$ cat src/spm_params.svh
// Sparse polynomial multiplier constants
// ring size, modulus, core count and the widths and depths derived from them

`ifndef SPM_PARAMS_SVH
`define SPM_PARAMS_SVH

// coefficient modulus
`define SPM_Q 251

// ring x^N+1 and nonzero count of the sparse operand
`define SPM_N 64
`define SPM_H 16

// positions handled per outer pass
`define SPM_CORES 2

`define SPM_COEFF_W 8
`define SPM_POS_W 6

// one position word per outer pass, two coefficients per dense word
`define SPM_POS_DEPTH (`SPM_H / `SPM_CORES)
`define SPM_RES_DEPTH (`SPM_N / 2)

`endif

$ cat src/spm_pkg.sv
// Sparse polynomial multiplier types
// vector types for coefficients, packed coefficient pairs, positions
// and memory addresses

`default_nettype none

`include "spm_params.svh"

package spm_pkg;

  // one coefficient mod Q, and the unreduced sum of two
  typedef logic [`SPM_COEFF_W-1:0] coeff_t;
  typedef logic [`SPM_COEFF_W:0] coeff_sum_t;

  // even index in the low half
  typedef logic [2*`SPM_COEFF_W-1:0] coeff_pair_t;

  // position word holds core 0 in the low bits
  typedef logic [`SPM_POS_W-1:0] pos_t;
  typedef logic [`SPM_CORES*`SPM_POS_W-1:0] pos_word_t;

  typedef logic [$clog2(`SPM_POS_DEPTH)-1:0] pos_addr_t;
  typedef logic [$clog2(`SPM_RES_DEPTH)-1:0] word_addr_t;
  typedef logic [$clog2(`SPM_N)-1:0] coeff_idx_t;

endpackage

`default_nettype wire

$ cat src/spm_dual_ram.sv
// Dual-port synchronous RAM
// two independent ports, each with a write enable and a registered
// read output that returns the old contents on a same-address write

`timescale 1ns/100ps
`default_nettype none

module spm_dual_ram #(
  parameter int WIDTH = 16,
  parameter int DEPTH = 32
)
(
  input  wire                       clk,
  input  wire                       wr_en_a,
  input  wire  [$clog2(DEPTH)-1:0]  addr_a,
  input  wire  [WIDTH-1:0]          wr_data_a,
  output logic [WIDTH-1:0]          rd_data_a,
  input  wire                       wr_en_b,
  input  wire  [$clog2(DEPTH)-1:0]  addr_b,
  input  wire  [WIDTH-1:0]          wr_data_b,
  output logic [WIDTH-1:0]          rd_data_b
);

  logic [WIDTH-1:0] mem [DEPTH];

  // both ports in one process so the array has a single writer
  always_ff @(posedge clk)
  begin
    if (wr_en_a)
      mem[addr_a] <= wr_data_a;
    if (wr_en_b)
      mem[addr_b] <= wr_data_b;
    rd_data_a <= mem[addr_a];
    rd_data_b <= mem[addr_b];
  end

endmodule

`default_nettype wire

$ cat src/spm_ctrl.sv
// Sparse multiplier loop control
// runs one outer pass per position word and sweeps all result words in
// each pass; short strobe chains line up the position read, the dense
// reads, the result read-back and the result writes

`timescale 1ns/100ps
`default_nettype none

`include "spm_params.svh"

module spm_ctrl
  import spm_pkg::*;
(
  input  wire             clk,
  input  wire             rst_n,
  input  wire             start,
  output logic            busy,
  output logic            done,
  output pos_addr_t       pos_rd_addr,
  input  wire pos_word_t  pos_rd_data,
  output word_addr_t      poly_rd_addr_0,
  output word_addr_t      poly_rd_addr_1,
  output logic            pos_load,
  output coeff_idx_t      coeff_idx,
  output logic            neg_pass,
  output logic            first_pass,
  output word_addr_t      res_rd_addr_int,
  output word_addr_t      res_wr_addr,
  output logic            res_wr_en
);

  logic       accept;
  logic       pass_go;
  logic       pass_next;
  logic       last_wr;
  logic [1:0] pos_sr;
  logic [1:0] idx_sr;
  logic [3:0] wr_sr;
  word_addr_t inner_cnt;

  // dense word holding coefficient (N - p) mod N
  function automatic word_addr_t start_word(input pos_t p);
    pos_t wrap;
    wrap = pos_t'(`SPM_N - p);
    return wrap[`SPM_POS_W-1:1];
  endfunction

  assign accept     = start & ~busy;
  assign pass_go    = accept | pass_next;
  assign last_wr    = res_wr_en & (res_wr_addr == word_addr_t'(`SPM_RES_DEPTH - 1));
  assign pos_load   = pos_sr[1];
  assign coeff_idx  = {inner_cnt, 1'b0};
  // position memory address doubles as the outer pass counter
  assign first_pass = (pos_rd_addr == '0);
  assign neg_pass   = (pos_rd_addr >= pos_addr_t'(`SPM_POS_DEPTH / 2));

  // ------------------------------------------------------------------
  // busy, done and outer passes
  // ------------------------------------------------------------------
  always_ff @(posedge clk or negedge rst_n)
  begin
    if (!rst_n)
    begin
      busy        <= 1'b0;
      done        <= 1'b0;
      pass_next   <= 1'b0;
      pos_rd_addr <= '0;
    end
    else
    begin
      done      <= last_wr & (pos_rd_addr == pos_addr_t'(`SPM_POS_DEPTH - 1));
      pass_next <= last_wr & (pos_rd_addr != pos_addr_t'(`SPM_POS_DEPTH - 1));
      if (accept)
        busy <= 1'b1;
      else if (done)
        busy <= 1'b0;
      if (accept)
        pos_rd_addr <= '0;
      else if (pass_next)
        pos_rd_addr <= pos_rd_addr + 1'b1;
    end
  end

  // ------------------------------------------------------------------
  // strobes, addresses and the inner word counter
  // ------------------------------------------------------------------
  always_ff @(posedge clk or negedge rst_n)
  begin
    if (!rst_n)
    begin
      pos_sr          <= '0;
      idx_sr          <= '0;
      wr_sr           <= '0;
      poly_rd_addr_0  <= '0;
      poly_rd_addr_1  <= '0;
      inner_cnt       <= '0;
      res_rd_addr_int <= '0;
      res_wr_addr     <= '0;
      res_wr_en       <= 1'b0;
    end
    else
    begin
      // position read, then dense fill plus previous-word stage, then datapath
      pos_sr <= {pos_sr[0], pass_go};
      idx_sr <= {idx_sr[0], pos_load};
      wr_sr  <= {wr_sr[2:0], idx_sr[1]};

      if (pos_load)
      begin
        poly_rd_addr_0 <= start_word(pos_rd_data[0 +: `SPM_POS_W]);
        poly_rd_addr_1 <= start_word(pos_rd_data[`SPM_POS_W +: `SPM_POS_W]);
      end
      else if (busy)
      begin
        poly_rd_addr_0 <= poly_rd_addr_0 + 1'b1;
        poly_rd_addr_1 <= poly_rd_addr_1 + 1'b1;
      end

      if (idx_sr[1])
        inner_cnt <= '0;
      else if (busy)
        inner_cnt <= inner_cnt + 1'b1;
      // stored result is needed one stage behind the core sum
      res_rd_addr_int <= inner_cnt;

      if (wr_sr[3])
        res_wr_en <= 1'b1;
      else if (last_wr)
        res_wr_en <= 1'b0;
      if (wr_sr[3])
        res_wr_addr <= '0;
      else if (res_wr_en)
        res_wr_addr <= res_wr_addr + 1'b1;
    end
  end

endmodule

`default_nettype wire

$ cat src/spm_datapath.sv
// Sparse multiplier datapath
// rebuilds each core's coefficient pair from two dense words, applies the
// negacyclic sign, sums the cores mod Q and accumulates with the stored
// partial result

`timescale 1ns/100ps
`default_nettype none

`include "spm_params.svh"

module spm_datapath
  import spm_pkg::*;
(
  input  wire               clk,
  input  wire               rst_n,
  input  wire coeff_pair_t  poly_data_0,
  input  wire coeff_pair_t  poly_data_1,
  input  wire pos_word_t    pos_rd_data,
  input  wire               pos_load,
  input  wire coeff_idx_t   coeff_idx,
  input  wire               neg_pass,
  input  wire               first_pass,
  input  wire coeff_pair_t  res_rd_data,
  output coeff_pair_t       res_wr_data
);

  localparam int W = `SPM_COEFF_W;

  pos_t        pos_q     [`SPM_CORES];
  coeff_pair_t poly_cur  [`SPM_CORES];
  coeff_pair_t poly_prev [`SPM_CORES];
  coeff_pair_t pair      [`SPM_CORES];
  coeff_t      corr_lo   [`SPM_CORES];
  coeff_t      corr_hi   [`SPM_CORES];
  coeff_idx_t  idx_hi;
  coeff_sum_t  core_sum_lo;
  coeff_sum_t  core_sum_hi;
  coeff_t      sum_lo_q;
  coeff_t      sum_hi_q;
  coeff_t      res_lo;
  coeff_t      res_hi;
  coeff_sum_t  acc_lo_q;
  coeff_sum_t  acc_hi_q;

  // zero stays zero
  function automatic coeff_t neg_mod(input coeff_t a);
    return (a == '0) ? '0 : coeff_t'(`SPM_Q - a);
  endfunction

  // input is below 2Q
  function automatic coeff_t red_mod(input coeff_sum_t s);
    return (s >= coeff_sum_t'(`SPM_Q)) ? coeff_t'(s - coeff_sum_t'(`SPM_Q)) : coeff_t'(s);
  endfunction

  // wrap past x^N flips the sign, and so does a -1 position
  function automatic coeff_t sign_fix(input coeff_t a, input coeff_idx_t idx,
                                      input pos_t p, input logic neg);
    if ((idx >= p) ^ neg)
      return a;
    return neg_mod(a);
  endfunction

  assign poly_cur[0] = poly_data_0;
  assign poly_cur[1] = poly_data_1;
  assign idx_hi      = coeff_idx | coeff_idx_t'(1);

  always_ff @(posedge clk or negedge rst_n)
  begin
    if (!rst_n)
    begin
      for (int c = 0; c < `SPM_CORES; c++)
        pos_q[c] <= '0;
    end
    else if (pos_load)
    begin
      for (int c = 0; c < `SPM_CORES; c++)
        pos_q[c] <= pos_rd_data[c*`SPM_POS_W +: `SPM_POS_W];
    end
  end

  // odd position straddles two words: high half of the older, low half of the newer
  always_comb
  begin
    for (int c = 0; c < `SPM_CORES; c++)
      pair[c] = pos_q[c][0] ? {poly_cur[c][W-1:0], poly_prev[c][2*W-1:W]} : poly_prev[c];
  end

  // ------------------------------------------------------------------
  // stage 1 sign correction, stage 2 core sum
  // ------------------------------------------------------------------
  assign core_sum_lo = coeff_sum_t'(corr_lo[0]) + coeff_sum_t'(corr_lo[1]);
  assign core_sum_hi = coeff_sum_t'(corr_hi[0]) + coeff_sum_t'(corr_hi[1]);

  always_ff @(posedge clk)
  begin
    for (int c = 0; c < `SPM_CORES; c++)
    begin
      poly_prev[c] <= poly_cur[c];
      corr_lo[c]   <= sign_fix(pair[c][W-1:0], coeff_idx, pos_q[c], neg_pass);
      corr_hi[c]   <= sign_fix(pair[c][2*W-1:W], idx_hi, pos_q[c], neg_pass);
    end
    sum_lo_q <= red_mod(core_sum_lo);
    sum_hi_q <= red_mod(core_sum_hi);
  end

  // ------------------------------------------------------------------
  // stage 3 accumulate, stage 4 final reduction
  // ------------------------------------------------------------------
  // result memory is not cleared, so the first pass ignores it
  assign res_lo = first_pass ? '0 : res_rd_data[W-1:0];
  assign res_hi = first_pass ? '0 : res_rd_data[2*W-1:W];

  always_ff @(posedge clk)
  begin
    acc_lo_q    <= coeff_sum_t'(sum_lo_q) + coeff_sum_t'(res_lo);
    acc_hi_q    <= coeff_sum_t'(sum_hi_q) + coeff_sum_t'(res_hi);
    res_wr_data <= {red_mod(acc_hi_q), red_mod(acc_lo_q)};
  end

endmodule

`default_nettype wire

$ cat src/spm_top.sv
// Sparse polynomial multiplier top level
// computes c = a*s mod (x^N+1, Q) for a dense a and a ternary sparse s;
// holds the dense, position and result memories and shares their ports
// between external load/read access and the running multiply

`timescale 1ns/100ps
`default_nettype none

`include "spm_params.svh"

module spm_top
  import spm_pkg::*;
(
  input  wire               clk,
  input  wire               rst_n,
  input  wire               start,
  output logic              busy,
  output logic              done,
  input  wire               poly_wr_en,
  input  wire word_addr_t   poly_wr_addr,
  input  wire coeff_pair_t  poly_wr_data,
  input  wire               pos_wr_en,
  input  wire pos_addr_t    pos_wr_addr,
  input  wire pos_word_t    pos_wr_data,
  input  wire               res_rd_en,
  input  wire word_addr_t   res_rd_addr,
  output coeff_pair_t       res_data
);

  pos_addr_t   pos_rd_addr;
  pos_word_t   pos_rd_data;
  word_addr_t  poly_rd_addr_0;
  word_addr_t  poly_rd_addr_1;
  word_addr_t  poly_addr_a;
  coeff_pair_t poly_data_0;
  coeff_pair_t poly_data_1;
  logic        pos_load;
  coeff_idx_t  coeff_idx;
  logic        neg_pass;
  logic        first_pass;
  word_addr_t  res_rd_addr_int;
  word_addr_t  res_addr_b;
  word_addr_t  res_wr_addr;
  logic        res_wr_en;
  coeff_pair_t res_wr_data;
  coeff_pair_t res_rd_data;
  logic        res_rd_q;

  // external access only happens while idle
  assign poly_addr_a = poly_wr_en ? poly_wr_addr : poly_rd_addr_0;
  assign res_addr_b  = res_rd_en ? res_rd_addr : res_rd_addr_int;

  // ------------------------------------------------------------------
  // memories
  // ------------------------------------------------------------------
  spm_dual_ram #(.WIDTH($bits(coeff_pair_t)), .DEPTH(`SPM_RES_DEPTH)) i_poly_ram (
    .clk       (clk),
    .wr_en_a   (poly_wr_en),
    .addr_a    (poly_addr_a),
    .wr_data_a (poly_wr_data),
    .rd_data_a (poly_data_0),
    .wr_en_b   (1'b0),
    .addr_b    (poly_rd_addr_1),
    .wr_data_b ('0),
    .rd_data_b (poly_data_1)
  );

  spm_dual_ram #(.WIDTH($bits(pos_word_t)), .DEPTH(`SPM_POS_DEPTH)) i_pos_ram (
    .clk       (clk),
    .wr_en_a   (pos_wr_en),
    .addr_a    (pos_wr_addr),
    .wr_data_a (pos_wr_data),
    .rd_data_a (),
    .wr_en_b   (1'b0),
    .addr_b    (pos_rd_addr),
    .wr_data_b ('0),
    .rd_data_b (pos_rd_data)
  );

  spm_dual_ram #(.WIDTH($bits(coeff_pair_t)), .DEPTH(`SPM_RES_DEPTH)) i_res_ram (
    .clk       (clk),
    .wr_en_a   (res_wr_en),
    .addr_a    (res_wr_addr),
    .wr_data_a (res_wr_data),
    .rd_data_a (),
    .wr_en_b   (1'b0),
    .addr_b    (res_addr_b),
    .wr_data_b ('0),
    .rd_data_b (res_rd_data)
  );

  // ------------------------------------------------------------------
  // control and datapath
  // ------------------------------------------------------------------
  spm_ctrl i_ctrl (
    .clk             (clk),
    .rst_n           (rst_n),
    .start           (start),
    .busy            (busy),
    .done            (done),
    .pos_rd_addr     (pos_rd_addr),
    .pos_rd_data     (pos_rd_data),
    .poly_rd_addr_0  (poly_rd_addr_0),
    .poly_rd_addr_1  (poly_rd_addr_1),
    .pos_load        (pos_load),
    .coeff_idx       (coeff_idx),
    .neg_pass        (neg_pass),
    .first_pass      (first_pass),
    .res_rd_addr_int (res_rd_addr_int),
    .res_wr_addr     (res_wr_addr),
    .res_wr_en       (res_wr_en)
  );

  spm_datapath i_datapath (
    .clk         (clk),
    .rst_n       (rst_n),
    .poly_data_0 (poly_data_0),
    .poly_data_1 (poly_data_1),
    .pos_rd_data (pos_rd_data),
    .pos_load    (pos_load),
    .coeff_idx   (coeff_idx),
    .neg_pass    (neg_pass),
    .first_pass  (first_pass),
    .res_rd_data (res_rd_data),
    .res_wr_data (res_wr_data)
  );

  // result read: RAM cycle, then the output register
  always_ff @(posedge clk or negedge rst_n)
  begin
    if (!rst_n)
      res_rd_q <= 1'b0;
    else
      res_rd_q <= res_rd_en;
  end

  always_ff @(posedge clk)
  begin
    if (res_rd_q)
      res_data <= res_rd_data;
  end

endmodule

`default_nettype wire

$ cat config.mk
export PLATFORM = sky130hd
export DESIGN_NAME = spm_top
export DESIGN_NICKNAME = d
export VERILOG_FILES = /design/src/spm_pkg.sv /design/src/spm_dual_ram.sv /design/src/spm_ctrl.sv /design/src/spm_datapath.sv /design/src/spm_top.sv
export VERILOG_INCLUDE_DIRS = /design/src
export SDC_FILE = /design/constraint.sdc
export NUM_CORES = 2
export LEC_CHECK = 0
export ABC_AREA = 1
export ABC_CLOCK_PERIOD_IN_PS = 2960
export CORE_MARGIN = 2
export CORE_UTILIZATION = 37
export CTS_BUF_LIST = sky130_fd_sc_hd__clkbuf_2
export DETAILED_ROUTE_END_ITERATION = 16
export DONT_BUFFER_PORTS = 1
export PLACE_DENSITY = 0.65
export SYNTH_ARGS = -nofsm -noshare
export SYNTH_HDL_FRONTEND = slang
export SYNTH_SLANG_ARGS = --single-unit
export TNS_END_PERCENT = 20
$ cat constraint.sdc
create_clock -name clk -period 2.96 [get_ports clk]
set_clock_uncertainty 0.05 [all_clocks]
set_input_delay 0.296 -clock clk [delete_from_list [all_inputs] [get_ports clk]]
set_output_delay 0.296 -clock clk [all_outputs]
set_load 0.01 [all_outputs]
==> flow_metrics.tcl <==
set metrics [dict create \
    status "finished, final reports clean" \
    fmax_mhz 353.8 \
    dr.pass1.iters 8 \
    met2_usage_pct 32.24 \
    power_density_mw_per_mm2 739.0 \
    synth_area_leader_cell "edfxtp_1" \
    synth_seq_cells 1363 \
    yosysTopAreaCellShare_pct 57.52 \
    ios 65 \
    ant_nets 0 \
    layout-drive-gt1-share_pct 12.87 \
    power_switching_w 0.01769 \
    rsz0062_at_grt "false" \
    syn_inst 5625 \
    synth.most_common_cell "nand2_1" \
    cp-start-kind "primary input" \
    use_met1_pct 25.96 \
    die-area_mm2 0.1635 \
    clkPwrFrac_pct 24.9 \
    max_slew_margin_pct 15.42 \
    fin_ws_ns 0.1336 \
    reg2reg_from "i_ctrl.res_rd_addr_int[0]" \
    area_delta_synth_final_pct 13.66 \
    cp_data_arrival_time_ns 3.94 \
    yosysWarnings 0 \
    setup_viol 0 \
    dr.first_iter.drc_count 4707 \
    worstSetupPathType "in2reg" \
    syn-cell-area_mm2 0.05931 \
    cts.clk_slew.worst_paths_ns 0.09 \
    portBuffers 0 \
    via_per_inst 5.289 \
    endpoint "i_pos_ram.mem[2][6]" \
    peakVddDrop_mv 0.5662 \
    cts_max_level 5 \
    power_w 0.04982 \
    initial_core_util_pct 37.36 \
    finalSetupTns_ns 0 \
    cp.required_ns 4.07 \
    finalHoldViolCount 0 \
    intPower_w 0.03213 \
    dieWidth_um 404.4 \
    ys_seq_area_share_pct 65.62 \
    vias 44310 \
    worst_pin_slew_ns 1.264 \
    worst_setup_path_end_kind "flop" \
    fill_cells 14870 \
    synthDistinctLibCells 47 \
    synth.net_count 5745 \
    slew_viol_final 0 \
    synth_area_leaders "edfxtp_1 58%, nand2_1 7.9%, dfxtp_1 5.9%" \
    cts_made_buffers 351 \
    cts_tree "done" \
    synth_common_cells "1,252 x nand2_1, 1,136 x edfxtp_1, 598 x o21ai_0" \
    grt_pass1_vias 43130 \
    cp-startpoint "pos_wr_addr[2]" \
    antenna_found_initial 3 \
    clock-sinks 1363 \
    reg2reg_depth 12 \
    power.share.sequential_pct 48.8 \
    finalWirelength_um 168100 \
    synth_area_per_cell_um2 10.54 \
    overflow 0 \
    finalNetCount 6157 \
    synth_edf_count 1136 \
    grt_pass1_wl_um 251800 \
    ys.flop_type "edfxtp_1" \
    grt_max_degree 103 \
    cap_violations 0 \
    fin_crit_sh_pct 95.49 \
    async_flop_share_pct 3.888 \
    wl_per_cell_um 20.07 \
    busiest_layer "met2" \
    switching_share_pct 35.51 \
    r2r_slack_ns 0.19 \
    gp_congestion 0.8696 \
    hpwl_um 99820 \
    place_ws_ns 0.3319 \
    die_h_um 404.4 \
    globalRouteTotalUtil_pct 20.03 \
    hp-class "in2reg" \
    clk_path_buf_depth 4 \
    cts_root_buf "clkbuf_2" \
    p_leak_nw 26.26 \
    period_needed_ns 2.826 \
    core_region_area_mm2 0.1587 \
    path_max_fanout 12 \
    use_met3_pct 3.707 \
    combPwrFrac_pct 26.4 \
    reg2reg_to "i_res_ram.rd_data_b[14]" \
    row_count 146 \
    clk_latency_ns 1.66 \
    drc_errors 0 \
]
[through the flow]
stage	std cells	cell area (um^2)	util, %	hold slack [ns]
final	8378	67410	42.47	0.02144
after global placement	7595	62590	39.43	-0.04834
after CTS	8361	67260	42.37	0.001242
after global routing	8377	67410	42.46	0.02579
after detailed placement	7595	62590	39.43	-0.04846
after floorplan	5625	59310	-	-0.04959
[power by group through the flow]
stage | Combinational [W] | Clock, W | Sequential, W
after floorplan | 0.00785 | 0 | 0.0245
after global routing | 0.0145 | 0.0137 | 0.0244
after CTS | 0.0129 | 0.0127 | 0.0243
final | 0.0131 | 0.0124 | 0.0243
after detailed placement | 0.0125 | 0 | 0.0248
after global placement | 0.0123 | 0 | 0.0247
[critical path: stages]
cell and delay, ns:
dlygate4sd3_1 0.52, dlygate4sd3_1 0.59, inv_1 0.09, nand2_1 0.04
dlygate4sd3_1 0.58, nor2_1 0.09, dlygate4sd3_1 0.57, buf_4 0.13
dlygate4sd3_1 1.02
[registers in the layout, indices dropped and copies added (netlist names), 12 cells and up]
name,cells
i_res_ram.mem,512
i_datapath.poly_prev,32
i_pos_ram.mem,96
i_datapath.pos_q,12
i_datapath.res_wr_data,16
i_datapath.corr_lo,16
res_data,16
i_poly_ram.rd_data_b,16
i_datapath.corr_hi,16
i_poly_ram.mem,512
i_pos_ram.rd_data_b,12
i_res_ram.rd_data_b,16
i_poly_ram.rd_data_a,16
[cells in the final DEF (no fill, tap or decap), types with 7 or more instances in the layout]
cell type | synthesis | routed
xnor2_1 | 10 | 10
nand4_1 | 65 | 65
buf_4 | 12 | 176
o21ai_0 | 598 | 598
ha_1 | 69 | 69
inv_2 | 7 | 11
nand3_1 | 331 | 331
inv_1 | 395 | 394
clkbuf_2 | 0 | 502
dfrtp_1 | 53 | 51
a21o_1 | 49 | 49
clkinv_2 | 0 | 14
buf_12 | 0 | 44
dlygate4sd3_1 | 0 | 139
o211ai_1 | 228 | 228
nor2_2 | 0 | 8
a31oi_1 | 16 | 16
a21oi_1 | 165 | 165
nor3_4 | 7 | 7
dfxtp_1 | 174 | 174
o21ai_1 | 22 | 19
a22oi_1 | 46 | 46
nor2_1 | 548 | 538
o22ai_1 | 32 | 32
clkinv_1 | 3 | 96
or2_2 | 15 | 15
nand2_1 | 1252 | 1248
nor3_1 | 11 | 11
xor2_1 | 44 | 44
edfxtp_1 | 1136 | 1136
[worst min path at each step]
stage              startpoint                  endpoint  slack (ns)  cells past startpoint
2_1_floorplan           rst_n               i_ctrl.busy       -0.05                      0
3_3_place_gp            rst_n                  res_rd_q       -0.05                      0
3_5_place_dp            rst_n                  res_rd_q       -0.05                      0
4_1_cts        res_rd_addr[0]    i_res_ram.rd_data_b[9]       0.001                     10
5_1_grt            poly_wr_en  i_poly_ram.rd_data_a[11]        0.03                      9
6_report           poly_wr_en   i_poly_ram.rd_data_a[9]        0.02                     10
[area by class of cell]
type,count,area (um^2),area share (%)
inverter,406,1538,2.281
multi-input combinational,3550,17590,26.09
timing repair buffer,365,3709,5.501
antenna,5,12.51,0.01856
clock inverter,115,526.8,0.7814
clock buffer,502,2512,3.727
tap,2072,2592,3.846
sequential,1363,38930,57.75
[layer usage]
metal / wire length, um / up-vias
met2: 78620 / 2161
met1: 67590 / 21060
met3: 14400 / 439
li1: - / 20650
met5: 24 / -
met4: 7493 / 4
[what timing repair did]
item / 4_1_cts / 5_1_grt
hold endpoints to repair: 1307 / 102
hold buffers: 149 / 4
buffers inserted: 0 / 5
setup endpoints to repair: 0 / 5
gates resized for setup: 0 / 6
[cells by family after synthesis]
group | Yosys count | share of synthesized area (%)
compound gates | 1173 | 11.49
buf+inv | 713 | 4.909
simple gates | 2243 | 15.49
mux | 6 | 0.1013
xor+xnor | 54 | 0.7974
flops | 1363 | 65.62
fa+ha+maj | 73 | 1.591
Note: power is estimated with default switching activity, not from simulation.
